--- src/l2_defines.svh ---
`ifndef L2_DEFINES_SVH
`define L2_DEFINES_SVH

// address split: tag | index | word | byte
`define L2_ADDR_W      32
`define L2_DATA_W      32
`define L2_BYTE_OFF_W  2
`define L2_WORD_SEL_W  2
`define L2_WORDS       4
`define L2_BLOCK_W     128
`define L2_INDEX_W     4
`define L2_SETS        16
`define L2_TAG_W       24

`define L2_WAYS        8
`define L2_WAY_W       3
`define L2_PLRU_W      7    // ways - 1 tree nodes

`endif

--- src/l2_pkg.sv ---
`include "l2_defines.svh"

package l2_pkg;

    typedef enum logic {
        L1_ICACHE = 1'b0,
        L1_DCACHE = 1'b1
    } l1_src_t;

    // request held while the FSM works on it
    typedef struct packed {
        l1_src_t               src;
        logic                  wr;     // dcache word write
        logic [`L2_ADDR_W-1:0] addr;
        logic [`L2_DATA_W-1:0] wdata;
    } l1_req_t;

    ////////////////////////////////////////
    // memory side
    ////////////////////////////////////////

    typedef struct packed {
        logic                   req_r;
        logic                   req_w;
        logic                   rdy;    // ready for read data
        logic [`L2_ADDR_W-1:0]  addr;
        logic [`L2_BLOCK_W-1:0] wdata;
    } mem_req_t;

    typedef struct packed {
        logic                   addr_ok_r;
        logic                   addr_ok_w;
        logic                   data_ok;
        logic [`L2_BLOCK_W-1:0] rdata;
    } mem_resp_t;

    typedef logic [`L2_WAYS-1:0] way_vec_t;

    // strobes from the FSM
    typedef struct packed {
        logic                 fill;        // whole block into way
        logic                 word_we;
        logic                 use_way;     // plru touch
        logic [`L2_WAY_W-1:0] way;
        logic                 set_dirty;
        logic                 clr_dirty;
        logic                 capture_wb;
        logic                 req_r;
        logic                 req_w;
        logic                 rdy;
        logic                 return_fill; // rdata from memory block
    } fsm_ctrl_t;

endpackage

--- src/l2_req_buffer.sv ---
`timescale 1ns/1ps
`include "l2_defines.svh"

module l2_req_buffer (
    input  logic                  clk,
    input  logic                  rstn,
    input  logic                  icache_req,
    input  logic [`L2_ADDR_W-1:0] icache_addr,
    input  logic                  dcache_req,
    input  logic                  dcache_wr,
    input  logic [`L2_ADDR_W-1:0] dcache_addr,
    input  logic [`L2_DATA_W-1:0] dcache_wdata,
    input  logic                  idle,
    output logic                  icache_addr_ok,
    output logic                  dcache_addr_ok,
    output logic                  accept,
    output l2_pkg::l1_req_t       req
);
    import l2_pkg::*;

    // dcache wins a tie, icache waits with its level held
    assign dcache_addr_ok = idle & dcache_req;
    assign icache_addr_ok = idle & icache_req & ~dcache_req;
    assign accept         = dcache_addr_ok | icache_addr_ok;

    always_ff @(posedge clk) begin
        if (!rstn) begin
            req <= '0;
        end else if (accept) begin
            if (dcache_req) begin
                req.src   <= L1_DCACHE;
                req.wr    <= dcache_wr;
                req.addr  <= dcache_addr;
                req.wdata <= dcache_wdata;
            end else begin
                req.src   <= L1_ICACHE;
                req.wr    <= 1'b0;            // icache only reads
                req.addr  <= icache_addr;
                req.wdata <= '0;
            end
        end
    end

endmodule

--- config.mk ---
export PLATFORM = sky130hd
export DESIGN_NAME = l2_req_buffer
export DESIGN_NICKNAME = d
export VERILOG_FILES = /design/src/l2_pkg.sv /design/src/l2_req_buffer.sv
export VERILOG_INCLUDE_DIRS = /design/src /design/src/src
export SDC_FILE = /design/constraint.sdc
export NUM_CORES = 1
export LEC_CHECK = 0
export BUFFER_PORTS_ARGS = -buffer_cell sky130_fd_sc_hd__buf_2
export CAP_MARGIN = 0
export CORE_ASPECT_RATIO = 1.5
export CORE_MARGIN = 1
export CORE_UTILIZATION = 44
export DETAILED_ROUTE_END_ITERATION = 16
export PLACE_DENSITY = 0.83
export SYNTH_ARGS = -nofsm -noshare
export SYNTH_HDL_FRONTEND = slang
export SYNTH_SLANG_ARGS = --single-unit
--- constraint.sdc ---
create_clock -name clk -period 2.7 [get_ports clk]
set_input_delay 0.27 -clock clk [delete_from_list [all_inputs] [get_ports clk]]
set_output_delay 0.27 -clock clk [all_outputs]
set_load 0.01 [all_outputs]
* Word-level counts from Yosys, hierarchy flattened
Cells that the tools add are included.
** Word-level totals
- Output and inout port bits :: 69
- Memories :: 0
- Bits in writable memories :: 0
- Logic and storage cells :: 10
- Bits in read-only memories :: 0
- Latch bits :: 0
- Bits in registers :: 66
** Cells by class
- Div/mod/pow operators :: 0
- Muxes and demuxes :: 1
- Add/subtract/negate cells :: 0
- Eq/ne operators :: 0
- Multipliers :: 0
- Bitwise logic cells :: 5
- Magnitude comparators :: 0
- Shift-type cells :: 0
- Reductions and logical operators :: 0
** Operators by type and width (number)
- $mux 66 :: 1
- $and 1x1->1 :: 3
- $not 1->1 :: 1
- $or 1x1->1 :: 1

* Depth between registers and ports, before layout
- Word-level depth :: 3
- Depth in mapped cells :: 5
- Depth with buffers taken out :: 3

* Worst setup path before layout
No wires, ideal clock.
- Path type :: input to register
- Start point :: in dcache_req
- End point :: reg req[10] (netlist bit)
- Buffers on the path :: 3
- Path slack :: 1.596 ns
- Data required time :: 2.583 ns
- Stages :: 5
- Arrival time :: 0.986 ns
- Library setup time :: 0.117 ns
- Cells stage by stage :: buf_6 -> and3_1 -> buf_4 -> buf_6 -> a32o_1
** Between the ends
- Word-level cells in the longest chain between the ends :: 3
- Elaborated cells on any way between the ends :: 5
- Classes of those cells :: mux: 1; bitwise: 4
** RTL lines
- start: declaration :: line l2_req_buffer.sv:9 : input logic dcache_req,
- $not 1->1 :: line l2_req_buffer.sv:23 : assign icache_addr_ok = idle & icache_req & ~dcache_req;
- $and 1x1->1 :: line l2_req_buffer.sv:23
- $or 1x1->1 :: line l2_req_buffer.sv:24 : assign accept = dcache_addr_ok | icache_addr_ok;
- end: declaration :: line l2_req_buffer.sv:17 : output l2_pkg::l1_req_t req
Parallel ways exist; a longest one is shown, timed or not.
A chain may end at the register's enable or synchronous reset.

* Worst setup path after layout
- Start point :: in dcache_req
- End point :: out accept
** Between the ends
- Word-level cells in the longest chain between the ends :: 3
- Elaborated cells on any way between the ends :: 4
- Classes of those cells :: bitwise: 4
** RTL lines
- $not 1->1 :: line l2_req_buffer.sv:23
- $and 1x1->1 :: line l2_req_buffer.sv:23
- $or 1x1->1 * :: line l2_req_buffer.sv:24
- end: declaration :: line l2_req_buffer.sv:16 : output logic accept,
Every way passes the cells marked *; elsewhere a longest branch is shown, timed or not.

==> flow_metrics.env <==
export IMPL_cap_violations=0
export IMPL_antenna_found_initial=0
export IMPL_crit_arrival_ns=1.26
export IMPL_slowest_delay_ns=0.41
export IMPL_final_setup_worst_slack_ns=1.17
export IMPL_pre_cts_ws_ns=1.15
export IMPL_clock_sinks=66
export IMPL_regMostFlops="req"
export IMPL_largest_reg_flops=66
export IMPL_cts_htree_levels=3
export IMPL_ir_drop_uv=495
export IMPL_synth_main_ff_cell="dfxtp_1"
export IMPL_final_max_slew_viol_count=0
export IMPL_drt_pass1_iterations=4
export IMPL_start_util=0.459
export IMPL_fin_tns_setup_ns=0
export IMPL_cts_setup_buffers=0
export IMPL_max_freq_mhz=654
export IMPL_top_layer="met4"
export IMPL_slowest_stage="inv_2"
export IMPL_core_area_um2=5490
export IMPL_fin_hold_ws_ns=0.140
export IMPL_synth_area_leader_cell="dfxtp_1"
export IMPL_met2_length_mm=3.57
export IMPL_grt_pass1_wl_mm=10.4
export IMPL_ctsHoldBuffers=0
export IMPL_cp_cell_sequence="buf_2 > o21ai_4 > inv_2 > buf_2"
export IMPL_synth_most_common_cell="dfxtp_1"
export IMPL_finalCriticalPeriod_ns=1.53
export IMPL_drt_wl_total_mm=6.77
export IMPL_critPathCaptureType="output pin"
export IMPL_cp_max_fo=33
export IMPL_area_growth_pct=41.4
export IMPL_wl_per_cell_um=14.5
export IMPL_io_pins=171
export IMPL_post_cts_resized=0
export IMPL_netlist_instances=228
export IMPL_synth_edf_count=0
export IMPL_overflow=0
export IMPL_route_met3_wl_um=644
export IMPL_critPathMostFrequentCell="buf_2"
export IMPL_crit_type="input pin to output pin"
export IMPL_grt_usage=0.222
export IMPL_synth_nets=330
export IMPL_cts_root_buf="clkbuf_8"
export IMPL_slew_headroom=0.641
export IMPL_remaining_drc_errors=0
export IMPL_hold_path_class="input pin to flip-flop"
export IMPL_rsz0062_at_grt="false"
export IMPL_path_clk_slew_ns=0.07
export IMPL_num_rows=33
export IMPL_powerDensity_nw_per_um2=642
export IMPL_finalHoldViolCount=0
export IMPL_synthArstFlopShare=0
export IMPL_leakage_nw=1.80
export IMPL_clk_path_buf_depth=2
export IMPL_drive_gt1_frac=0.491
export IMPL_port_buffers=170
export IMPL_cp_data_required_time_ns=2.43
export IMPL_cts_buffers=9
export IMPL_antenna_cells=0
export IMPL_fin_util=0.649
export IMPL_post_route_period_util=0.566
export IMPL_final_area_um2=3560
export IMPL_place_congestion=0.732
export IMPL_fin_nets=492
export IMPL_yosysWarnings=0
export IMPL_startpoint_type="input pin"
export IMPL_reg_top3="req: 66 flops"
export IMPL_ys_seq_elements=66
export IMPL_die_height_um=94.7
export IMPL_fillers=450
export IMPL_skew_ns=0
export IMPL_dr_first_iter_drc_count=85
export IMPL_syn_avg_cell_area_um2=11.1
export IMPL_grt_max_degree=48
export IMPL_postPlaceCellArea_um2=3340
export IMPL_dpl_hpwl_mm=4.93
export IMPL_outcome="completed"
export IMPL_fp_dieW_um=63.8
export IMPL_die_area_um2=6040
export IMPL_setup_viol_count_final=0
export IMPL_tightest_slew_ns=0.538
export IMPL_yosysSeqAreaShare=0.524
export IMPL_ys_types=18
export IMPL_yosys_top_cells_count="dfxtp_1 (66), a32o_1 (33), nand2_1 (33), mux2i_1 (32), o22ai_1 (32)"
export IMPL_yosysTopAreaCellShare=0.524
export IMPL_postRouteAntennaNets=0
export IMPL_worstSkewPairLatency_ns=0.33
export IMPL_grt_pass1_vias=2514
export IMPL_synthTopCellsByArea="dfxtp_1 (52%), a32o_1 (13%), mux2i_1 (13%), o22ai_1 (7.9%), nand2_1 (4.9%)"
export IMPL_routed_via_density=5.34
export IMPL_synth_cell_area_um2=2520
export IMPL_via_count=2485
export IMPL_cts_tree="yes"
export IMPL_wl_met1_mm=2.39
## layout make-up
cell class / instances / area, um^2 / area share
Sequential cell: 66 / 1320 / 0.371
Inverter: 1 / 3.75 / 0.00105
Clock inverter: 6 / 90.1 / 0.0253
Clock buffer: 10 / 138 / 0.0386
Timing Repair Buffer: 175 / 888 / 0.249
Multi-Input combinational cell: 137 / 1030 / 0.290
Tap cell: 70 / 87.6 / 0.0246
## power by group
group	switching (mW)	internal, mW	total, mW
Sequential	0.0268	1.03	1.06
Clock	0.375	0.546	0.921
Combinational	0.161	0.152	0.313
## worst max-delay path: cells and delay by family
kind	cells	cell delay, ns
compound gates	1	0.10
buf+inv	3	0.88
## path summary, 6_finish.rpt
kind | slack [ns] | start | endpoint | depth (start not counted)
worst max register to register | 2.01 | req[65]$_SDFFE_PN0P_ | req[65]$_SDFFE_PN0P_ | 2
worst min-delay path | 0.14 | dcache_wdata[18] | req[18]$_SDFFE_PN0P_ | 2
worst min register to register | 0.47 | req[32]$_SDFFE_PN0P_ | req[32]$_SDFFE_PN0P_ | 2
worst max-delay path | 1.17 | dcache_req | accept | 4
## stage by stage
step,total power [mW],instances
CTS,2.32,465
global placement,1.38,449
global route,2.39,465
detailed placement,1.39,449
floorplan,1.24,228
finish,2.29,465
## metal layers
metal / track usage / up-vias
met4: 0.127 / 0
met3: 0.0821 / 14
met5: 0 / -
li1: - / 1195
met1: 0.203 / 1152
met2: 0.413 / 124
## placed cells by master, fill, tap and decap left out
cell	count
clkinv_2	1
inv_2	1
clkinvlp_4	1
clkbuf_8	10
o21a_1	1
a21boi_0	1
mux2i_1	32
o22ai_1	32
o21ai_4	1
clkinv_4	2
and2_1	1
buf_4	5
bufinv_16	2
a32o_1	33
dfxtp_1	66
o211ai_2	1
nand2_1	33
buf_2	170
and3_1	1
nor2_1	1
## cell families after synthesis
kind of cell / share of synthesized area
AOI/OAI and AO/OA: 0.228
and+or+nand+nor: 0.0556
DFF: 0.524
muxes: 0.127
buffers and inverters: 0.0650
Note: power is estimated with default switching activity, not from simulation.
