## config.mk

```make
export PLATFORM = sky130hd
export DESIGN_NAME = l2_victim_plru
export DESIGN_NICKNAME = d
export VERILOG_FILES = /design/src/l2_pkg.sv /design/src/l2_victim_plru.sv
export VERILOG_INCLUDE_DIRS = /design/src /design/src/src
export SDC_FILE = /design/constraint.sdc
export NUM_CORES = 1
export LEC_CHECK = 0
export CAP_MARGIN = 20
export CORE_ASPECT_RATIO = 0.7
export CORE_MARGIN = 8
export CORE_UTILIZATION = 63
export DETAILED_ROUTE_END_ITERATION = 10
export DONT_BUFFER_PORTS = 1
export GPL_TIMING_DRIVEN = 0
export PLACE_DENSITY = 0.79
export SKIP_LAST_GASP = 1
export SYNTH_ARGS = -nofsm -noshare
export SYNTH_HDL_FRONTEND = slang
export SYNTH_SLANG_ARGS = --single-unit
```

## constraint.sdc

```tcl
create_clock -name clk -period 3.55 [get_ports clk]
set_input_delay 0.355 -clock clk [delete_from_list [all_inputs] [get_ports clk]]
set_output_delay 0.355 -clock clk [all_outputs]
set_load 0.02 [all_outputs]
```

## src/l2_defines.svh

```systemverilog
`ifndef L2_DEFINES_SVH
`define L2_DEFINES_SVH

// address split: tag | index | word | byte
`define L2_ADDR_W      32
`define L2_DATA_W      32
`define L2_BYTE_OFF_W  2
`define L2_WORD_SEL_W  2
`define L2_WORDS       4
`define L2_BLOCK_W     128
`define L2_INDEX_W     4
`define L2_SETS        16
`define L2_TAG_W       24

`define L2_WAYS        8
`define L2_WAY_W       3
`define L2_PLRU_W      7    // ways - 1 tree nodes

`endif

```

## src/l2_pkg.sv

```systemverilog
`include "l2_defines.svh"

package l2_pkg;

    typedef enum logic {
        L1_ICACHE = 1'b0,
        L1_DCACHE = 1'b1
    } l1_src_t;

    // request held while the FSM works on it
    typedef struct packed {
        l1_src_t               src;
        logic                  wr;     // dcache word write
        logic [`L2_ADDR_W-1:0] addr;
        logic [`L2_DATA_W-1:0] wdata;
    } l1_req_t;

    ////////////////////////////////////////
    // memory side
    ////////////////////////////////////////

    typedef struct packed {
        logic                   req_r;
        logic                   req_w;
        logic                   rdy;    // ready for read data
        logic [`L2_ADDR_W-1:0]  addr;
        logic [`L2_BLOCK_W-1:0] wdata;
    } mem_req_t;

    typedef struct packed {
        logic                   addr_ok_r;
        logic                   addr_ok_w;
        logic                   data_ok;
        logic [`L2_BLOCK_W-1:0] rdata;
    } mem_resp_t;

    typedef logic [`L2_WAYS-1:0] way_vec_t;

    // strobes from the FSM
    typedef struct packed {
        logic                 fill;        // whole block into way
        logic                 word_we;
        logic                 use_way;     // plru touch
        logic [`L2_WAY_W-1:0] way;
        logic                 set_dirty;
        logic                 clr_dirty;
        logic                 capture_wb;
        logic                 req_r;
        logic                 req_w;
        logic                 rdy;
        logic                 return_fill; // rdata from memory block
    } fsm_ctrl_t;

endpackage

```

## src/l2_victim_plru.sv

```systemverilog
`timescale 1ns/1ps
`include "l2_defines.svh"

module l2_victim_plru (
    input  logic                 clk,
    input  logic                 rstn,
    input  l2_pkg::l1_req_t      req,
    input  l2_pkg::fsm_ctrl_t    ctrl,
    output logic [`L2_WAY_W-1:0] victim
);

    localparam int IDX_LSB = `L2_BYTE_OFF_W + `L2_WORD_SEL_W;

    // node 0 root, 1..2 middle, 3..6 leaves; bit names the side to evict
    logic [`L2_SETS-1:0][`L2_PLRU_W-1:0] tree;
    logic [`L2_INDEX_W-1:0]              idx;
    logic [`L2_PLRU_W-1:0]               cur;
    logic [2:0]                          walk_leaf;
    logic [2:0]                          upd_mid;
    logic [2:0]                          upd_leaf;

    assign idx = req.addr[IDX_LSB +: `L2_INDEX_W];
    assign cur = tree[idx];

    always_comb begin
        victim[2] = cur[0];
        victim[1] = victim[2] ? cur[2] : cur[1];
        walk_leaf = 3'd3 + {1'b0, victim[2], victim[1]};
        victim[0] = cur[walk_leaf];
    end

    assign upd_mid  = 3'd1 + {2'b00, ctrl.way[2]};
    assign upd_leaf = 3'd3 + {1'b0, ctrl.way[2:1]};

    always_ff @(posedge clk) begin
        if (!rstn) begin
            tree <= '0;
        end else if (ctrl.use_way) begin
            tree[idx][0]        <= ~ctrl.way[2];   // point away from used way
            tree[idx][upd_mid]  <= ~ctrl.way[1];
            tree[idx][upd_leaf] <= ~ctrl.way[0];
        end
    end

endmodule

```

# After elaboration in Yosys (flattened, before gate mapping)
# Cells that the tools add are included.
[classes]
n_lt_le_gt_ge = 7
reduce_logical = 3
mux = 18
n_bitwise = 3
add_sub_neg = 3
[ops]
columns = ["op", "count"]
rows = [
  ["bitwise mux 112 bit", 3],
  ["demux 7 bit (select 4 bit)", 3],
  ["binary-select mux 7 bit (select 4 bit)", 1],
  ["2-to-1 mux 7 bit", 3],
  ["< comparator 3 x 4 -> 1 bit (second input constant)", 2],
  ["adder 2 x 2 -> 3 bit (first input constant)", 2],
  ["demux 1 bit (select 3 bit)", 2],
  ["< comparator 4 x 5 -> 1 bit (second input constant)", 1],
  ["2-to-1 mux 1 bit", 5],
  ["greater-or-equal comparator 4 x 1 -> 1 bit (second input constant)", 1],
  ["< comparator 2 x 4 -> 1 bit (second input constant)", 1],
  ["binary-select mux 1 bit (select 3 bit)", 1],
  ["greater-or-equal comparator 3 x 1 -> 1 bit (second input constant)", 1],
  ["logical AND 1 bit", 3],
  ["inverter 1 bit", 3],
  ["adder 1 x 1 -> 2 bit (first input constant)", 1],
  ["greater-or-equal comparator 2 x 1 -> 1 bit (second input constant)", 1],
]
[totals]
out_inout_bits = 3
reg_bits = 112

# Depth between registers and ports, before layout
[logic_depth]
word_depth = 9
ltp_mapped = 12
depth_no_buf = 10

# Least setup slack after synthesis
# No wires, ideal clock.
[synth_path]
kind = "input to output"
start = "input req[36] in the netlist's numbering"
end = "output victim[0]"
path_slack_ns = 0.245
t_arrival_ns = 2.950
required_ns = 3.195
cell_stages = 11
cell_sequence = "buf_4 > mux4_2 > mux2i_1 > mux2i_1 > mux2_4 > ha_1 > inv_1 > mux2i_1 > o211ai_1 > mux2i_1 > a311o_1"
[synth_via]
elab_chain_len = 6
[synth_lines]
columns = ["element", "line_no", "rtl"]
rows = [
  ["start, declared", "l2_victim_plru.sv:7", "input l2_pkg::l1_req_t req,"],
  ["binary-select mux 7 bit (select 4 bit) (*)", "l2_victim_plru.sv:23", "assign cur = tree[idx];"],
  ["2-to-1 mux 7 bit (not written as such) (*)", "l2_victim_plru.sv:23", ""],
  ["named net victim[2]", "l2_victim_plru.sv:9", "output logic [`L2_WAY_W-1:0] victim"],
  ["2-to-1 mux 1 bit", "l2_victim_plru.sv:27", "victim[1] = victim[2] ? cur[2] : cur[1];"],
  ["adder 2 x 2 -> 3 bit", "l2_victim_plru.sv:28", "walk_leaf = 3'd3 + {1'b0, victim[2], victim[1]};"],
  ["binary-select mux 1 bit (select 3 bit) (*)", "l2_victim_plru.sv:29", "victim[0] = cur[walk_leaf];"],
  ["2-to-1 mux 1 bit (not written as such) (*)", "l2_victim_plru.sv:29", ""],
  ["end, declared", "l2_victim_plru.sv:9", ""],
]
# The timed path passes the listed nets; every way through them passes the cells marked *. The select of a mux whose other input is x is not followed.

# Worst setup path after layout
[layout_path]
start = "register tree[35] in the netlist's numbering"
end = "output victim[0]"
[layout_via]
elab_chain_len = 6
[layout_lines]
columns = ["element", "line_no", "rtl"]
rows = [
  ["start, declared", "l2_victim_plru.sv:15", "logic [`L2_SETS-1:0][`L2_PLRU_W-1:0] tree;"],
  ["start signal, assigned by index", "l2_victim_plru.sv:39", "tree[idx][0] <= ~ctrl.way[2];"],
  ["start signal, assigned by index", "l2_victim_plru.sv:40", "tree[idx][upd_mid] <= ~ctrl.way[1];"],
  ["start signal, assigned by index", "l2_victim_plru.sv:41", "tree[idx][upd_leaf] <= ~ctrl.way[0];"],
  ["binary-select mux 7 bit (select 4 bit) (*)", "l2_victim_plru.sv:23", ""],
  ["2-to-1 mux 7 bit (not written as such) (*)", "l2_victim_plru.sv:23", ""],
  ["named net victim[2]", "l2_victim_plru.sv:9", ""],
  ["2-to-1 mux 1 bit", "l2_victim_plru.sv:27", ""],
  ["adder 2 x 2 -> 3 bit", "l2_victim_plru.sv:28", ""],
  ["binary-select mux 1 bit (select 3 bit) (*)", "l2_victim_plru.sv:29", ""],
  ["2-to-1 mux 1 bit (not written as such) (*)", "l2_victim_plru.sv:29", ""],
]
# Marks and branches as above.

==> results.cfg <==
[clocking]
clk_latency_ps = 350
clockRootBuffer = clkbuf_16
postCtsHoldBufs = 0
clock_tree.buffer_depth = 2
clock-sinks = 112
cts_tree = done
h-tree-depth = 3
numCtsBuffers = 9
clk_pin_slew_ps = 70

[routing]
viasPerCell = 7.27
firstDrtPassIters = 5
drc = 0
final_antenna_net_count = 0
wl_met3_mm = 2.39
vias = 4975
wl_met1_mm = 6.42
drt-total-wl_mm = 16.6
drtIter0Drc = 960
wire_per_inst_um = 24.3
wl_met2_mm = 7.19
highest_layer = met4

[placed_design]
gp_congestion = 0.942
hpwl_mm = 11.2
io_buffers = 0
placed_area_um2 = 5470
place_ws_ps = -271

[finish]
largestRegisters = tree (112)
final_util_pct = 69.8
fillers = 629
regMostFlops = tree
drive_gt1_share_pct = 12.3
largest_reg_flops = 112
num_antenna_cells = 0
fin_nets = 662
area_growth_pct = 9.12
design_area_um2 = 5820

[synth]
synth_cells = 564
synth_commonest_cells = dfxtp_1 (112), a21oi_1 (104), a311oi_1 (64)
ys_warn_count = 0
yosys.area.top_type = dfxtp_1
async_reset_ff_share_pct = 0
syn-num-nets = 650
syn_area_um2 = 5340
synthTopCellsByArea = dfxtp_1 (42%), a311oi_1 (11%), mux4_2 (10%), a21oi_1 (9.8%), mux2i_1 (3.9%)
synth_edf_count = 0
yosysMostFrequentCell = dfxtp_1
ys_ff_latch = 112
syn_avg_cell_area_um2 = 9.46
synthFlopType = dfxtp_1
synth_cell_types = 35
yosysTopAreaCellShare_pct = 42.0
ys_seq_area_share_pct = 42.0

[critical_path]
endpoint_kind = output port
path_class = reg -> out
worstPathRequired_ps = 3190
crit_arrival_ps = 3090
path_cells = mux4_2 > mux2i_2 > mux2i_4 > mux2_4 > ha_4 > inv_2 > mux2i_1 > o211ai_1 > mux2i_1 > a311o_2
max_stage_delay_ps = 500
crit_top_cell = mux2i_1
crit_fanout = 5
startpoint_type = flop
cp_slowest_cell = mux4_2

[sta]
fin_crit_ps = 3450
finalHoldViolations = 0
final_max_slew_viol_count = 0
maxSlewHeadroom_pct = 23.6
fmax_mhz = 290
worstMarginPinSlew_ps = 1140
rsz0062_at_grt = no
finalSetupViolCount = 0
finalCritPeriodShare_pct = 97.1
fin_skew_ps = 0
final.setup.worst_slack_ps = 105
worst_hold_slack_ps = 142

[floorplanning]
io_pins = 84
fp.dieArea_um2 = 11700
fp.dieW_um = 126
core_um2 = 8340
start_util_pct = 64.0
die_y_um = 93
row_count = 28

[global_routing]
grt_pass1_wl_mm = 25.7
grt_pass1_vias = 4603
grt_overflow = 0
grt_start_max_net_pins = 18
grt_antenna_before_repair = 0
track_usage_pct = 28.5

[power_and_ir_drop]
vdd_drop_max_mv = 0.257
power_density_nw_per_um2 = 449
p_leak_nw = 1.90
totalPowerFinal_mw = 2.62

[hold_path]
min_path_type = in -> reg

[run]
cap_viol_max_count = 0

[outcome]
outcome = complete, no violations
[layout by cell type (no fill, tap or decap), drive strengths merged, types with 4 or more instances in the layout]
cell type	n
a311oi	64
inv	7
ha	5
mux2i	21
nor3	4
nand2	50
nand3	4
buf	22
nor2	40
o21ai	36
clkbuf	52
a21oi	104
mux4	30
dfxtp	112
[stage by stage]
stage          cells  TNS [ps]
3_3_place_gp     669      -187
5_1_grt          684         0
6_report         684         0
4_1_cts          684         0
3_5_place_dp     669      -271
2_1_floorplan    564         0
[kinds of logic after synthesis]
family / synth area share [%]
compound gates: 24.7
fa+ha+maj: 1.17
buf+inv: 5.86
flops: 42.0
mux: 17.3
simple gates: 8.93
[critical path: cells and delay by family (launching register included)]
family	cells	cell delay, ps
flops	1	320
fa+ha+maj	1	280
compound gates	2	610
buf+inv	1	50
mux	6	1480
[final timing paths]
| kind | from | endpoint | slack, ps | depth (start not counted) |
|---|---|---|---|---|
| max | tree[35] | victim[0] | 100 | 10 |
| min | rstn | tree[106] | 140 | 2 |
| max reg2reg | tree[80] | tree[80] | 2770 | 2 |
| min reg2reg | tree[7] | tree[7] | 470 | 2 |
[metal layers]
metal  GRT usage (%)  vias to the layer above
met5               0                        -
met4            15.5                        0
met3            8.98                       55
met2            41.1                      388
met1            37.8                     2381
li1                -                     2151
[power breakdown]
part	internal (mW)	leakage (nW)	switching [mW]	total, mW
Combinational	0.0696	0.837	0.174	0.244
Sequential	1.27	0.903	0.00611	1.27
Clock	0.634	0.155	0.464	1.10
[cell type report]
class | instances | area [um^2] | area share, %
clock inverter | 4 | 77.6 | 1.33
clock buffer | 10 | 239 | 4.10
sequential | 112 | 2240 | 38.5
tap | 105 | 131 | 2.26
timing repair buffer | 1 | 7.51 | 0.129
buffer | 63 | 284 | 4.88
inverter | 8 | 30.0 | 0.516
multi-input combinational | 381 | 2810 | 48.3
[what timing repair did]
item	in CTS	in global routing
pin swaps	1	1
buffers inserted	1	0
resized for setup	4	6
setup endpoints to repair	1	1
cloned	0	0
Note: power is estimated with default switching activity, not from simulation.
