File: config.mk
export PLATFORM = sky130hd
export DESIGN_NAME = l2_main_fsm
export DESIGN_NICKNAME = d
export VERILOG_FILES = /design/src/l2_pkg.sv /design/src/l2_main_fsm.sv
export VERILOG_INCLUDE_DIRS = /design/src /design/src/src
export SDC_FILE = /design/constraint.sdc
export NUM_CORES = 1
export LEC_CHECK = 0
export ABC_AREA = 0
export ABC_CLOCK_PERIOD_IN_PS = 3400
export BUFFER_PORTS_ARGS = -buffer_cell sky130_fd_sc_hd__buf_2
export CORE_AREA = 2 2 91 93
export DETAILED_ROUTE_END_ITERATION = 7
export DIE_AREA = 0 0 93 95
export SETUP_SLACK_MARGIN = 0.3
export SYNTH_ARGS = -nofsm -noshare
export SYNTH_HDL_FRONTEND = slang
export SYNTH_SLANG_ARGS = --single-unit
export TNS_END_PERCENT = 30
File: constraint.sdc
create_clock -name clk -period 3.4 [get_ports clk]
set_input_delay 0.34 -clock clk [delete_from_list [all_inputs] [get_ports clk]]
set_output_delay 0.34 -clock clk [all_outputs]
set_load 0.01 [all_outputs]
File: src/l2_defines.svh
`ifndef L2_DEFINES_SVH
`define L2_DEFINES_SVH

// address split: tag | index | word | byte
`define L2_ADDR_W      32
`define L2_DATA_W      32
`define L2_BYTE_OFF_W  2
`define L2_WORD_SEL_W  2
`define L2_WORDS       4
`define L2_BLOCK_W     128
`define L2_INDEX_W     4
`define L2_SETS        16
`define L2_TAG_W       24

`define L2_WAYS        8
`define L2_WAY_W       3
`define L2_PLRU_W      7    // ways - 1 tree nodes

`endif

File: src/l2_pkg.sv
`include "l2_defines.svh"

package l2_pkg;

    typedef enum logic {
        L1_ICACHE = 1'b0,
        L1_DCACHE = 1'b1
    } l1_src_t;

    // request held while the FSM works on it
    typedef struct packed {
        l1_src_t               src;
        logic                  wr;     // dcache word write
        logic [`L2_ADDR_W-1:0] addr;
        logic [`L2_DATA_W-1:0] wdata;
    } l1_req_t;

    ////////////////////////////////////////
    // memory side
    ////////////////////////////////////////

    typedef struct packed {
        logic                   req_r;
        logic                   req_w;
        logic                   rdy;    // ready for read data
        logic [`L2_ADDR_W-1:0]  addr;
        logic [`L2_BLOCK_W-1:0] wdata;
    } mem_req_t;

    typedef struct packed {
        logic                   addr_ok_r;
        logic                   addr_ok_w;
        logic                   data_ok;
        logic [`L2_BLOCK_W-1:0] rdata;
    } mem_resp_t;

    typedef logic [`L2_WAYS-1:0] way_vec_t;

    // strobes from the FSM
    typedef struct packed {
        logic                 fill;        // whole block into way
        logic                 word_we;
        logic                 use_way;     // plru touch
        logic [`L2_WAY_W-1:0] way;
        logic                 set_dirty;
        logic                 clr_dirty;
        logic                 capture_wb;
        logic                 req_r;
        logic                 req_w;
        logic                 rdy;
        logic                 return_fill; // rdata from memory block
    } fsm_ctrl_t;

endpackage

File: src/l2_main_fsm.sv
`timescale 1ns/1ps
`include "l2_defines.svh"

module l2_main_fsm (
    input  logic                 clk,
    input  logic                 rstn,
    input  logic                 accept,
    input  l2_pkg::l1_req_t      req,
    input  l2_pkg::way_vec_t     hit,
    input  logic [`L2_WAY_W-1:0] hit_way,
    input  logic                 way_dirty,
    input  logic [`L2_WAY_W-1:0] victim,
    input  l2_pkg::mem_resp_t    mem_resp,
    output logic                 idle,
    output l2_pkg::fsm_ctrl_t    ctrl,
    output logic                 icache_data_ok,
    output logic                 dcache_data_ok
);
    import l2_pkg::*;

    typedef enum logic [3:0] {
        S_IDLE, S_LOOKUP, S_CHECK_DIRTY, S_CHECK_DIRTY1, S_WRITEBACK,
        S_REFILL_REQ, S_REFILL_WAIT, S_MERGE_WAIT, S_WRITE_MERGE
    } state_t;

    state_t               state, next_state;
    logic [`L2_WAY_W-1:0] sel;     // victim kept for the whole miss
    logic                 ret;     // block goes back to the client

    always_ff @(posedge clk) begin
        if (!rstn) state <= S_IDLE;
        else       state <= next_state;
    end

    always_ff @(posedge clk) begin
        if (state == S_CHECK_DIRTY) sel <= victim;
    end

    assign idle = (state == S_IDLE);

    ////////////////////////////////////////
    // next state and strobes
    ////////////////////////////////////////

    always_comb begin
        next_state = state;
        ctrl       = '0;
        ctrl.way   = sel;
        ret        = 1'b0;
        case (state)
            S_IDLE: if (accept) next_state = S_LOOKUP;
            S_LOOKUP: begin
                if (|hit) begin
                    ctrl.way     = hit_way;
                    ctrl.use_way = 1'b1;
                    if (req.wr) begin
                        ctrl.word_we   = 1'b1;  // write hit, no data_ok
                        ctrl.set_dirty = 1'b1;
                    end else begin
                        ret = 1'b1;
                    end
                    next_state = S_IDLE;
                end else begin
                    next_state = S_CHECK_DIRTY;
                end
            end
            S_CHECK_DIRTY: next_state = S_CHECK_DIRTY1;
            S_CHECK_DIRTY1: begin
                ctrl.capture_wb = way_dirty;
                next_state = way_dirty ? S_WRITEBACK : S_REFILL_REQ;
            end
            S_WRITEBACK: begin
                ctrl.req_w = 1'b1;
                if (mem_resp.addr_ok_w) next_state = S_REFILL_REQ;
            end
            S_REFILL_REQ: begin
                ctrl.req_r = 1'b1;
                if (mem_resp.addr_ok_r) next_state = S_REFILL_WAIT;
            end
            S_REFILL_WAIT: begin
                ctrl.rdy = 1'b1;
                if (mem_resp.data_ok) begin
                    ctrl.fill        = 1'b1;
                    ctrl.clr_dirty   = 1'b1;
                    ctrl.use_way     = 1'b1;
                    ctrl.return_fill = 1'b1;
                    ret              = ~req.wr;
                    next_state       = req.wr ? S_MERGE_WAIT : S_IDLE;
                end
            end
            S_MERGE_WAIT: next_state = S_WRITE_MERGE;
            S_WRITE_MERGE: begin
                ctrl.word_we   = 1'b1;   // word on top of refilled block
                ctrl.set_dirty = 1'b1;
                next_state     = S_IDLE;
            end
            default: next_state = S_IDLE;
        endcase
        icache_data_ok = ret & (req.src == L1_ICACHE);
        dcache_data_ok = ret & (req.src == L1_DCACHE);
    end

endmodule

-- After elaboration in Yosys (flattened, before gate mapping)
Cells that the tools add are included.
- multiplexer cells: 24
- bitwise operators: 4
- reduce and logical (&&, ||, !) cells: 3
- equality and inequality tests: 12
- operators by type and width (cell ; number):
    one-hot mux 4 bit (8 select lines) ; 1
    equality test 4 x 3 -> 1 bit (second input constant) ; 4
    2-to-1 mux 4 bit ; 4
    2-to-1 mux 1 bit ; 10
    equality test 4 x 2 -> 1 bit (second input constant) ; 2
    inequality test 2 bit (second input constant) ; 4
    one-hot mux 1 bit (2 select lines) ; 4
    OR reduction 8 bit ; 1
    2-to-1 mux 3 bit ; 2
    2-to-1 mux 6 bit ; 1
    equality test 4 x 1 -> 1 bit (second input constant) ; 1
    equality test 4 bit (second input constant) ; 1
    zero test 4 bit ; 1
    2-to-1 mux 2 bit ; 2
    AND reduction 4 bit ; 1
    bitwise AND 1 bit ; 2
    inverter 1 bit ; 2
- bits in registers: 7
- input port bits: 215
- output and inout bits: 16

-- Logic depth before layout (Yosys ltp)
- word-level depth: 4
- depth in mapped cells: 5
- depth with buffers taken out: 4

-- Worst setup path before layout
Ideal clock, no wire load.
- path type: input to output
- start point: input hit[5]
- end point: output ctrl[11] (netlist name)
- data required time: 3.060 ns
- setup slack: 1.509 ns
- stages on the path: 4
- data arrival time: 1.551 ns
- buffers on the path: 1
- cell sequence: or4_4 o211a_4 a32o_1 buf_4
- RTL lines (item ; line ; source):
    start, declared ; l2_main_fsm.sv:9 ; input l2_pkg::way_vec_t hit,
    end, declared ; l2_main_fsm.sv:15 ; output l2_pkg::fsm_ctrl_t ctrl,

-- Final worst setup path
- start point: register state[1]
- end point: output dcache_data_ok
- cells in the longest elaborated chain, start to end: 3
- RTL lines (item ; line ; source):
    start, declared ; l2_main_fsm.sv:26 ; state_t state, next_state;
    start signal, assigned ; l2_main_fsm.sv:32 ; else state <= next_state;
    equality test 4 x 3 -> 1 bit or equality test 4 x 1 -> 1 bit (tied branches) ; l2_main_fsm.sv:50 ; case (state)
    one-hot mux 1 bit (2 select lines) * ; l2_main_fsm.sv:50 ;
    bitwise AND 1 bit * ; l2_main_fsm.sv:100 ; dcache_data_ok = ret & (req.src == L1_DCACHE);
    end, declared ; l2_main_fsm.sv:17 ; output logic dcache_data_ok
Mark *: on every way between the ends. The rest lies on a longest branch, timed or not.

==> results.py <==
metrics = {
    "finish": {
        "layout_common_cells": "buf_2, inv_1, o21ai_0, nor2_1, dfxtp_1",
        "fin_nets": 315,
        "antennaDiodeCount": 0,
        "layout-drive-gt1-share": 0.4848,
        "num-fill-cells": 927,
        "final_common_cell": "buf_2",
        "syn_to_final_growth_pct": 58.09,
        "fin_cells": 204,
    },
    "synthesis": {
        "ys_seq_elements": 7,
        "netlist_area_sq_um": 564.3,
        "ys_warn_count": 0,
        "syn_avg_cell_area_sq_um": 8.817,
        "synth_cells": 64,
        "ys_types": 31,
        "ys_seq_area_frac": 0.3016,
        "synth.net_count": 279,
    },
    "timing": {
        "period_minus_slack_ns": 2.303,
        "hold_viol": 0,
        "setup_violations": 0,
        "finClkSkew_ns": 0.0006225,
        "worst-slew-pin-transition_ns": 0.6257,
        "period_share": 0.6775,
        "relSlewSlack": 0.5790,
        "report.final.slew_viol_count": 0,
        "rsz0062_at_grt": "no",
        "totalNegativeSetupSlack_ns": 0,
        "fmax_mhz": 434.1,
    },
    "critical_path": {
        "r2r_start": "state[1]",
        "cp_slowest_cell": "dfxtp_1",
        "ff2ff_setup_slack_ns": 1.67,
        "reg2regPathDepth": 2,
        "cp.depth": 5,
        "cp-end-kind": "output pin",
        "cp.arrival_ns": 1.96,
        "cp_top_family": "simple AND/OR/NAND/NOR gates",
        "cp-start-kind": "flip-flop",
        "worstReg2RegEnd": "sel[1]",
        "critPathBufInv": 2,
        "worstPathMaxFanout": 11,
        "slowest_delay_ns": 0.52,
        "worstPathRequired_ns": 3.06,
        "path_cells": "inv_1, nor4_2, a21oi_1, nor3b_1, buf_2",
        "crit_type": "reg2out",
    },
    "die": {
        "die-area_sq_um": 8835,
        "fp.coreArea_sq_um": 7928,
        "start_util": 0.07118,
        "die-width_um": 93,
        "io_pins": 231,
        "rows": 33,
        "die_y_um": 95,
    },
    "routing": {
        "routed_wl_um": 2002,
        "vias_per_cell": 2.971,
        "firstDrtPassIters": 2,
        "drcViolationCount": 0,
        "vias": 606,
        "initialDrtViolationCount": 77,
        "wl_per_cell_um": 9.814,
        "antenna_left": 0,
    },
    "hold_path": {
        "min_path_type": "in2reg",
        "holdPathStages": 1,
        "hold_path_end": "sel[1]",
        "min_from": "victim[1]",
    },
    "outcome": {
        "status": "complete, no violations",
    },
    "power_and_ir_drop": {
        "p_int_uw": 194.0,
        "p_seq_frac": 0.373,
        "power.density_nw_per_um2": 279.1,
        "power.share.combinational": 0.183,
        "p_clk_frac": 0.444,
        "power.switching_uw": 54.95,
        "switching_share": 0.2207,
        "max-vdd-ir-drop_mv": 0.06334,
        "p_leak_uw": 0.0003593,
    },
    "clocking": {
        "clockBufferDepth": 2,
        "cts-root-buf": "clkbuf_8",
        "clk_latency_ns": 0.22,
        "cts_setup_buffers": 0,
        "clkTransAtPathRegs_ns": 0.04,
        "postCtsHoldBufs": 0,
        "cts_resized": 0,
        "cts_inserted_buffers": 3,
        "htree_levels": 1,
        "cts_tree": "yes",
        "cts.sinks": 7,
    },
    "placed_design": {
        "dp_hpwl_um": 1737,
        "gp_congestion": 0.8020,
        "port-buffer-count": 38,
        "placedCellCount": 200,
    },
    "global_routing": {
        "grt_pass1_wl_um": 2967,
        "grt_max_degree": 16,
        "overflow": 0,
        "grt_pass1_vias": 564,
        "antenna_found_initial": 1,
        "track_usage": 0.04466,
    },
    "run": {
        "max_cap_viol_count": 0,
    },
}
[kinds of logic (layout without fill, tap and decap cells)]
logic type	Yosys count	in the layout	synth area share
AO/OA/AOI/OAI	15	15	0.1951
AND/OR/NAND/NOR	26	26	0.3037
buffers and inverters	12	47	0.1020
multiplexers	4	4	0.09756
flip-flops	7	7	0.3016
[layout make-up]
type / instances / area (sq um) / area share
multi-input cells: 45 / 336.6 / 0.3773
clock buffers: 4 / 45.04 / 0.05049
inverters: 5 / 18.77 / 0.02104
repair buffers: 38 / 190.2 / 0.2132
flip-flops and latches: 7 / 170.2 / 0.1907
well taps: 105 / 131.4 / 0.1473
[power groups by stage]
stage / sequential [uW] / clock (uW) / combinational [uW]
after detailed placement: 94.1 / 0 / 46.1
after floorplan: 91.6 / 0 / 25.2
after global routing: 93.2 / 119 / 51.3
final: 93.0 / 111 / 45.5
after CTS: 92.9 / 113 / 46.2
after global placement: 94.1 / 0 / 45.6
[stage by stage]
stage | worst slack (ns) | hold slack, ns | instance area, sq um | power [uW] | util
after global routing | 0.8656 | 0.3106 | 892.1 | 263.5 | 0.1125
after CTS | 1.099 | 0.3115 | 892.1 | 252.4 | 0.1125
after floorplan | 1.509 | 0.4389 | 564.3 | 116.7 | -
after global placement | 1.336 | 0.5398 | 847.1 | 139.7 | 0.1069
final | 1.097 | 0.3093 | 892.1 | 249.0 | 0.1125
after detailed placement | 1.330 | 0.5370 | 847.1 | 140.3 | 0.1069
[state kept, by name (all words and copies together), names as in the netlist]
signal  cells
sel         3
state       4
[per-layer routing]
layer  share of wire  track usage
met1            0.44      0.05369
met2            0.41      0.06582
met3            0.14      0.02474
met4           0.011      0.01838
met5          0.0035            0
[worst max path at each step]
stage               startpoint              to  slack, ns
floorplan               hit[5]        ctrl[11]       1.51
global placement        hit[5]         ctrl[7]       1.34
detailed placement      hit[5]         ctrl[9]       1.33
CTS                   state[1]  dcache_data_ok       1.10
global route          state[1]  dcache_data_ok       0.87
finish                state[1]  dcache_data_ok       1.10
[cells in the mapped netlist]
library cell / n / area (sq um)
or4_4: 2 / 22.52
o41a_1: 1 / 11.26
nand3_1: 2 / 10.01
nor3_1: 1 / 5.000
buf_2: 1 / 5.000
nor2_1: 4 / 15.01
nor2b_1: 3 / 18.77
dfxtp_1: 4 / 80.08
a31oi_1: 1 / 6.260
mux2i_1: 1 / 10.01
a22oi_1: 1 / 7.510
o31ai_1: 1 / 7.510
buf_4: 3 / 22.52
nor4_2: 1 / 12.51
a21oi_1: 2 / 10.01
inv_1: 5 / 18.77
o211a_4: 1 / 17.52
mux2_4: 3 / 45.04
clkbuf_1: 3 / 11.26
nand2_1: 1 / 3.750
o21ai_0: 5 / 25.02
edfxtp_1: 3 / 90.09
o32ai_1: 1 / 8.760
and2_1: 1 / 6.260
nand3b_1: 2 / 15.01
nor4_1: 3 / 18.77
and3_1: 2 / 12.51
nor3b_1: 3 / 22.52
o22ai_1: 1 / 6.260
a32o_1: 1 / 10.01
nand4b_1: 1 / 8.760
Note: power is estimated with default switching activity, not from simulation.
