`src/l2_defines.svh`:
```
`ifndef L2_DEFINES_SVH
`define L2_DEFINES_SVH

// address split: tag | index | word | byte
`define L2_ADDR_W      32
`define L2_DATA_W      32
`define L2_BYTE_OFF_W  2
`define L2_WORD_SEL_W  2
`define L2_WORDS       4
`define L2_BLOCK_W     128
`define L2_INDEX_W     4
`define L2_SETS        16
`define L2_TAG_W       24

`define L2_WAYS        8
`define L2_WAY_W       3
`define L2_PLRU_W      7    // ways - 1 tree nodes

`endif

```
`src/l2_pkg.sv`:
```
`include "l2_defines.svh"

package l2_pkg;

    typedef enum logic {
        L1_ICACHE = 1'b0,
        L1_DCACHE = 1'b1
    } l1_src_t;

    // request held while the FSM works on it
    typedef struct packed {
        l1_src_t               src;
        logic                  wr;     // dcache word write
        logic [`L2_ADDR_W-1:0] addr;
        logic [`L2_DATA_W-1:0] wdata;
    } l1_req_t;

    ////////////////////////////////////////
    // memory side
    ////////////////////////////////////////

    typedef struct packed {
        logic                   req_r;
        logic                   req_w;
        logic                   rdy;    // ready for read data
        logic [`L2_ADDR_W-1:0]  addr;
        logic [`L2_BLOCK_W-1:0] wdata;
    } mem_req_t;

    typedef struct packed {
        logic                   addr_ok_r;
        logic                   addr_ok_w;
        logic                   data_ok;
        logic [`L2_BLOCK_W-1:0] rdata;
    } mem_resp_t;

    typedef logic [`L2_WAYS-1:0] way_vec_t;

    // strobes from the FSM
    typedef struct packed {
        logic                 fill;        // whole block into way
        logic                 word_we;
        logic                 use_way;     // plru touch
        logic [`L2_WAY_W-1:0] way;
        logic                 set_dirty;
        logic                 clr_dirty;
        logic                 capture_wb;
        logic                 req_r;
        logic                 req_w;
        logic                 rdy;
        logic                 return_fill; // rdata from memory block
    } fsm_ctrl_t;

endpackage

```
`src/l2_outbound.sv`:
```
`timescale 1ns/1ps
`include "l2_defines.svh"

module l2_outbound (
    input  logic                                 clk,
    input  l2_pkg::l1_req_t                      req,
    input  l2_pkg::fsm_ctrl_t                    ctrl,
    input  logic [`L2_WAYS-1:0][`L2_BLOCK_W-1:0] way_blocks,
    input  logic [`L2_TAG_W-1:0]                 way_tag,
    input  logic [`L2_WAY_W-1:0]                 hit_way,
    input  l2_pkg::mem_resp_t                    mem_resp,
    output l2_pkg::mem_req_t                     mem_req,
    output logic [`L2_BLOCK_W-1:0]               rdata
);

    localparam int IDX_LSB = `L2_BYTE_OFF_W + `L2_WORD_SEL_W;

    logic [`L2_ADDR_W-1:0]  wb_addr;
    logic [`L2_BLOCK_W-1:0] wb_data;
    logic [`L2_ADDR_W-1:0]  blk_addr;

    assign blk_addr = {req.addr[`L2_ADDR_W-1:IDX_LSB], {IDX_LSB{1'b0}}};

    // victim snapshot, held through the write handshake
    always_ff @(posedge clk) begin
        if (ctrl.capture_wb) begin
            wb_addr <= {way_tag, req.addr[IDX_LSB +: `L2_INDEX_W], {IDX_LSB{1'b0}}};
            wb_data <= way_blocks[ctrl.way];
        end
    end

    always_comb begin
        mem_req.req_r = ctrl.req_r;
        mem_req.req_w = ctrl.req_w;
        mem_req.rdy   = ctrl.rdy;
        mem_req.addr  = ctrl.req_w ? wb_addr : blk_addr;
        mem_req.wdata = wb_data;
    end

    // one block bus for both clients
    assign rdata = ctrl.return_fill ? mem_resp.rdata : way_blocks[hit_way];

endmodule

```
`config.mk`:
```
export PLATFORM = sky130hd
export DESIGN_NAME = l2_outbound
export DESIGN_NICKNAME = d
export VERILOG_FILES = /design/src/l2_pkg.sv /design/src/l2_outbound.sv
export VERILOG_INCLUDE_DIRS = /design/src /design/src/src
export SDC_FILE = /design/constraint.sdc
export NUM_CORES = 1
export LEC_CHECK = 0
export BUFFER_PORTS_ARGS = -buffer_cell sky130_fd_sc_hd__buf_4
export CORE_AREA = 2 2 599 601
export CTS_CLUSTER_SIZE = 28
export DETAILED_ROUTE_END_ITERATION = 10
export DIE_AREA = 0 0 601 603
export PLACE_DENSITY = 0.3
export SLEW_MARGIN = 10
export SYNTH_ARGS = -nofsm -noshare
export SYNTH_HDL_FRONTEND = slang
export SYNTH_SLANG_ARGS = --single-unit
```
`constraint.sdc`:
```
create_clock -name clk -period 2.2 [get_ports clk]
set_input_delay 0.33 -clock clk [delete_from_list [all_inputs] [get_ports clk]]
set_output_delay 0.33 -clock clk [all_outputs]
set_load 0.02 [all_outputs]
```
======== Word-level counts from Yosys, hierarchy flattened ========
Index checks and enable logic that the tools add are counted.
storage, ports and cells
  bits in registers ....................... 156
  bits of input ports ..................... 1262
  output and inout bits ................... 291
  word-level logic and storage cells ...... 10
cells by class
  $lt $le $gt $ge ......................... 2
  muxes and demuxes ....................... 6
operators with widths
  kind                                                                  number
  128-bit binary-select mux with 3-bit select                           2
  128-bit 2-to-1 mux                                                    3
  32-bit 2-to-1 mux                                                     1
  3-bit by 4-bit < comparator with 1-bit output, second input constant  2

======== Longest topological paths before layout ========
Gate-level depths: netlist (run 1).
  depth after elaboration ................. 3
  gate-level depth with buffers ........... 6

======== Least setup slack after synthesis (run 1) ========
No wires, ideal clock.
  kind .................................... input-to-output
  start ................................... in hit_way[0]
  end ..................................... out rdata[100]
  arrival ................................. 1.725 ns
  path slack .............................. 0.145 ns
  stages .................................. 6
  path buffers ............................ 3
  path through ............................ buf_4 -> buf_6 -> buf_2 -> mux2i_1 -> a22o_1 -> o31ai_1
between the ends
  word-level cells in the longest chain between the ends .. 3
RTL lines
  what                                         line               text
  from (decl)                                  l2_outbound.sv:10  input logic [`L2_WAY_W-1:0] hit_way,
  128-bit binary-select mux with 3-bit select  l2_outbound.sv:41  assign rdata = ctrl.return_fill ? mem_resp.rdata : way_blocks[hit_way];
  128-bit 2-to-1 mux (not written as such)     l2_outbound.sv:41
  128-bit 2-to-1 mux                           l2_outbound.sv:41
  to (decl)                                    l2_outbound.sv:13  output logic [`L2_BLOCK_W-1:0] rdata
No other way between the ends. The select of a mux whose other input is x is not followed.

======== Worst setup path in the final report (run 1) ========
  start ................................... in hit_way[0]
  end ..................................... out rdata[64]
The elaborated chain is that of the path after synthesis.

==> results of run 1 <==
## flip-flops by register name (all words and copies together), names as in the netlist
name and flops:
wb_data 128, wb_addr 28
## synthesized netlist by cell type
| master | instances |
|---|---|
| mux2_2 | 412 |
| mux2i_1 | 256 |
| mux4_2 | 192 |
| edfxtp_1 | 156 |
| nand2_1 | 129 |
| a22o_1 | 128 |
| o22ai_1 | 128 |
| o31ai_1 | 128 |
| clkbuf_1 | 87 |
| mux4_1 | 58 |
| buf_2 | 41 |
| buf_1 | 27 |
| buf_4 | 23 |
| buf_6 | 15 |
| clkbuf_8 | 14 |
| buf_8 | 10 |
| mux4_4 | 6 |
| buf_12 | 4 |
| clkbuf_4 | 1 |
| conb_1 | 1 |
| nand2b_1 | 1 |
| nor2_1 | 1 |
| nor2b_1 | 1 |
## through the flow
step / power (mW) / hold WS (ps) / setup WS (ps) / instance area (um2)
3_5_place_dp: 13.2 / 510 / -691 / 41700
6_report: 18.6 / 216 / -130 / 47300
4_1_cts: 18.4 / 157 / -155 / 45200
5_1_grt: 19.3 / 197 / -155 / 47200
2_1_floorplan: 7.67 / 429 / 145 / 22700
3_3_place_gp: 13.2 / 510 / -698 / 41700
## routing by layer
layer  wire length, um  track usage, %  share of wire [%]  up-vias
met3             22900            5.02                7.8      426
met1            111000            17.2                 38    14400
met4              5600            2.47                1.9       92
met5               604               0               0.21        -
li1                  -               -                  -    11200
met2            152000            28.0                 52     1403
## placed cells by master (no fill, tap or decap), types with 28 or more instances in the layout
master,Yosys,final
a22o_1,128,117
buf_12,4,81
buf_4,23,1621
buf_6,15,98
buf_8,10,29
clkbuf_16,0,34
diode_2,0,36
dlygate4sd3_1,0,28
edfxtp_1,156,156
mux2_2,412,386
mux2i_1,256,241
mux4_1,58,58
mux4_2,192,192
nand2_1,129,128
o22ai_2,0,48
o22ai_4,0,70
o31ai_2,0,73
o31ai_4,0,42
## kinds of logic after synthesis
logic type,count (synthesis),synth area share (%)
AOI/OAI and AO/OA,384,12.7
buffers and inverters,222,6.20
DFF,156,20.7
muxes,924,58.2
other,1,0.0165
and+or+nand+nor,132,2.21
## power groups by stage
| stage | Clock [mW] | Combinational [mW] | Sequential, mW |
|---|---|---|---|
| 6_report | 4.18 | 10.5 | 3.85 |
| 5_1_grt | 4.42 | 11.0 | 3.88 |
| 3_5_place_dp | 0 | 9.31 | 3.91 |
| 2_1_floorplan | 0 | 3.46 | 4.21 |
| 4_1_cts | 4.45 | 10.1 | 3.85 |
| 3_3_place_gp | 0 | 9.31 | 3.92 |
## final cells by class
class,instances,area (um2)
tap,4751,5940
timing repair buffer,1898,16700
fill,40400,308000
sequential,156,4680
multi-input combinational,1444,19200
clock inverter,11,118
clock buffer,22,529
antenna,36,90.1
## repair_timing
item / CTS / global route
hold endpoints to repair: 28 / 0
gates cloned: 8 / 17
hold buffers: 28 / 0
pin swaps: 68 / 73
resized for setup: 374 / 272
buffers inserted: 54 / 31
setup endpoints to repair: 128 / 120
## how the worst max path moves through the flow
stage	from	endpoint	slack, ps	cells past startpoint
6_report	hit_way[0]	rdata[64]	-130	9
5_1_grt	hit_way[0]	rdata[64]	-150	9
4_1_cts	hit_way[0]	rdata[112]	-160	9
3_5_place_dp	hit_way[1]	rdata[59]	-690	7
3_3_place_gp	hit_way[0]	rdata[49]	-700	8
2_1_floorplan	hit_way[0]	rdata[100]	150	6
## critical path, stage by stage
cell     delay (ps)
buf_16          120
buf_16          150
buf_12          160
buf_8           140
mux2i_4         180
a22o_4          280
o31ai_4         250
buf_6           160
buf_12          130
==> results.json, run 1 <==
{
  "clock_sinks": 156,
  "rows": 219,
  "fin_tns_setup_ps": -3080,
  "setup_viol": 67,
  "min_from": "ctrl[4]",
  "globalRouteTotalUtil_pct": 15.3,
  "tightestPinTransition_ps": 570,
  "dp.cells": 8151,
  "power_density_nw_per_um2": 393,
  "crit_fanout": 5,
  "yosysSeqAreaShare_pct": 20.7,
  "drc": 0,
  "hold_class": "primary input to flip-flop",
  "antenna_found_initial": 226,
  "vias_per_cell": 3.31,
  "routedWlPerCell_um": 35.2,
  "vias": 27500,
  "layoutNonFillerInstCount": 8318,
  "die_y_um": 603,
  "grt_max_degree": 37,
  "io_pins": 1553,
  "yosysWarnings": 0,
  "ant_nets": 0,
  "fmax_ghz": 0.429,
  "drtIter0Drc": 1801,
  "whs_path_depth": 1,
  "critical_path_class": "primary input to primary output",
  "fin_crit_ps": 2330,
  "rsz0062_at_grt": "true",
  "cp-end-kind": "primary output",
  "p_sw_share_pct": 40.7,
  "hold_violations": 0,
  "cts_tree": "done",
  "finalCritPeriodShare_pct": 106,
  "grt_pass1_wl_um": 353000,
  "switching_power_mw": 7.55,
  "required_ps": 1870,
  "synth_area_leader_cell": "edfxtp_1",
  "drv_cap": 0,
  "synthToLayoutAreaGrowth_pct": 108,
  "fin_ws_ps": -130,
  "violations": "negative setup slack",
  "maxSlewHeadroom_pct": 62.0,
  "cts_buffers": 21,
  "dr.pass1.iters": 5,
  "p_int_mw": 11.0,
  "core_area_um2": 355000,
  "cts-root-buf": "clkbuf_16",
  "io_buffers": 1498,
  "start_util_pct": 6.38,
  "drive_gt1_share_pct": 78.5,
  "grt_overflow": 0,
  "syn_inst": 1819,
  "h-tree-depth": 4,
  "final_core_util_pct": 13.3,
  "synth_top_area_share_pct": 20.7,
  "ys_types": 23,
  "pwr-share-comb_pct": 56.8,
  "finalMaxSlewViolations": 0,
  "p_clk_share_pct": 22.5,
  "start_kind": "primary input",
  "cts_buffer_depth": 3,
  "dieArea_um2": 362000,
  "wirelength_um": 293000,
  "yosys-top-cells-area": "edfxtp_1, mux2_2, mux4_2",
  "grt_pass1_vias": 27700,
  "status": "finished, violations left",
  "p_leak_nw": 18.7,
  "dp_hpwl_um": 256000,
  "die_w_um": 601,
  "critPathArrivalTime_ps": 2000,
  "syn-cell-area_um2": 22700,
  "clk_pin_slew_ps": 80,
  "ys_ff_latch": 156,
  "nNetsFinal": 4783,
  "place.gp.congestion": 0.932,
  "holdPathEnd": "wb_data[107]$_DFFE_PP_",
  "syn_area_per_cell_um2": 12.5,
  "max-vdd-ir-drop_v": 0.000427,
  "seqPwrFrac_pct": 20.7
}
Note: power is estimated with default switching activity, not from simulation.
==> inputs of run 2 (changes only) <==
Clock period 2.2 ns to 2.7 ns, I/O delays scaled along.
==> run 2 against run 1 <==
Effect of this change:
- count of clock-buffer cells in the layout did not move
- clock power is 22% lower
- wire length is 3.2% lower
- highest routed layer unchanged
- power decreased by 26%
- sequential power fell by 19%
- worst setup slack gained 150 ps
- design area decreased by 11%
- flip-flop and latch count unchanged
- the run now ends clean
- largest power group unchanged
- critical path depth fell by 2
==> results.json, run 2 (synthesized netlist as in run 1, its figures left out) <==
{
  "setup_viol": 0,
  "required_ps": 2300,
  "wl_met3_um": 23300,
  "layoutNonFillerInstCount": 8188,
  "finalInstanceArea_um2": 42200,
  "cts_tree": "done",
  "largest-register": "wb_data",
  "grt_pass1_vias": 26700,
  "critPathArrivalTime_ps": 2280,
  "dr.pass1.iters": 5,
  "place.gp.congestion": 0.908,
  "hold_violations": 0,
  "pwr-share-comb_pct": 53.7,
  "dp.cells": 8081,
  "die_w_um": 601,
  "io_pins": 1553,
  "antenna_found_initial": 245,
  "cts-root-buf": "clkbuf_16",
  "hold_class": "primary input to flip-flop",
  "wl_met2_um": 144000,
  "top_layer": "met5",
  "nNetsFinal": 4645,
  "cts_buffer_depth": 3,
  "fmax_ghz": 0.373,
  "layout_commonest_cell": "buf_4",
  "critical_path_class": "primary input to primary output",
  "finalCritPeriodShare_pct": 99.3,
  "tightestPinTransition_ps": 643,
  "globalRouteTotalUtil_pct": 15.0,
  "ant_nets": 0,
  "dp_hpwl_um": 251000,
  "drtIter0Drc": 1895,
  "fin_crit_ps": 2680,
  "vias_per_cell": 3.28,
  "clk_pin_slew_ps": 90,
  "place_area_um2": 41000,
  "fin_tns_setup_ps": 0,
  "final_core_util_pct": 11.9,
  "clock_sinks": 156,
  "largest_reg_flops": 128,
  "rsz0062_at_grt": "true",
  "routedWlPerCell_um": 34.6,
  "top_regs": "wb_data x128, wb_addr x28",
  "wirelength_um": 283000,
  "io_buffers": 1498,
  "power_density_nw_per_um2": 326,
  "h-tree-depth": 4,
  "drive_gt1_share_pct": 70.8,
  "switching_power_mw": 5.56,
  "rows": 219,
  "p_clk_share_pct": 23.6,
  "vias": 26900,
  "seqPwrFrac_pct": 22.7,
  "cts_buffers": 21,
  "p_sw_share_pct": 40.4,
  "drv_cap": 0,
  "max-vdd-ir-drop_v": 0.000295,
  "drc": 0,
  "p_int_mw": 8.20,
  "p_total_mw": 13.8,
  "finalMaxSlewViolations": 0,
  "start_util_pct": 6.38,
  "layout_common_cells": "buf_4, mux2_2, mux2i_1, mux4_2, edfxtp_1",
  "p_leak_nw": 16.8,
  "start_kind": "primary input",
  "core_area_um2": 355000,
  "grt_pass1_wl_um": 346000,
  "cp-end-kind": "primary output",
  "dieArea_um2": 362000,
  "status": "finished clean",
  "grt_max_degree": 67,
  "maxSlewHeadroom_pct": 56.9,
  "grt_overflow": 0,
  "die_y_um": 603,
  "synthToLayoutAreaGrowth_pct": 86.1,
  "crit_fanout": 20,
  "m1WireLength_um": 108000
}
==> run 2: cell type report <==
type / count / area (um2)
antenna: 44 / 110
clock buffer: 22 / 529
clock inverter: 11 / 92.6
fill: 40700 / 313000
multi-input combinational: 1444 / 16800
sequential: 156 / 4680
tap: 4751 / 5940
timing repair buffer: 1760 / 14000
==> run 2: timing repair <==
item / CTS / global route
gates resized for setup: 28 / 9
hold buffers: 28 / 0
setup endpoints to repair: 24 / 10
hold endpoints to repair: 28 / 0
buffers inserted: 2 / 0
==> run 2: critical path, stage by stage <==
cell and delay, ps:
buf_8 190, buf_12 270, buf_4 210, mux2_2 340
o22ai_1 390, o31ai_1 180, buf_4 190
==> run 2: path summary, 6_finish.rpt <==
| check | endpoint | slack (ps) | startpoint | cells past startpoint |
|---|---|---|---|---|
| worst max-delay path | rdata[6] | 20 | hit_way[0] | 7 |
| worst min-delay path | wb_addr[5]$_DFFE_PP_ | 270 | ctrl[4] | 1 |
==> run 2: stage by stage <==
step	setup slack, ps	hold WS, ps
CTS	-3.57	238
floorplan	495	504
global placement	-405	585
global route	-32.5	260
finish	19.5	272
detailed placement	-380	587
==> run 2: power by group through the flow <==
stage	Sequential, mW	Clock, mW	Combinational [mW]
floorplan	3.43	0	2.82
global placement	3.19	0	7.41
detailed placement	3.18	0	7.42
CTS	3.13	3.53	7.52
global route	3.16	3.52	7.78
finish	3.13	3.24	7.40
==> run 2: metal layers <==
layer	vias up	track usage, %
met5	-	0
met1	13900	17.1
li1	10900	-
met4	94	2.53
met3	441	4.95
met2	1530	27.2
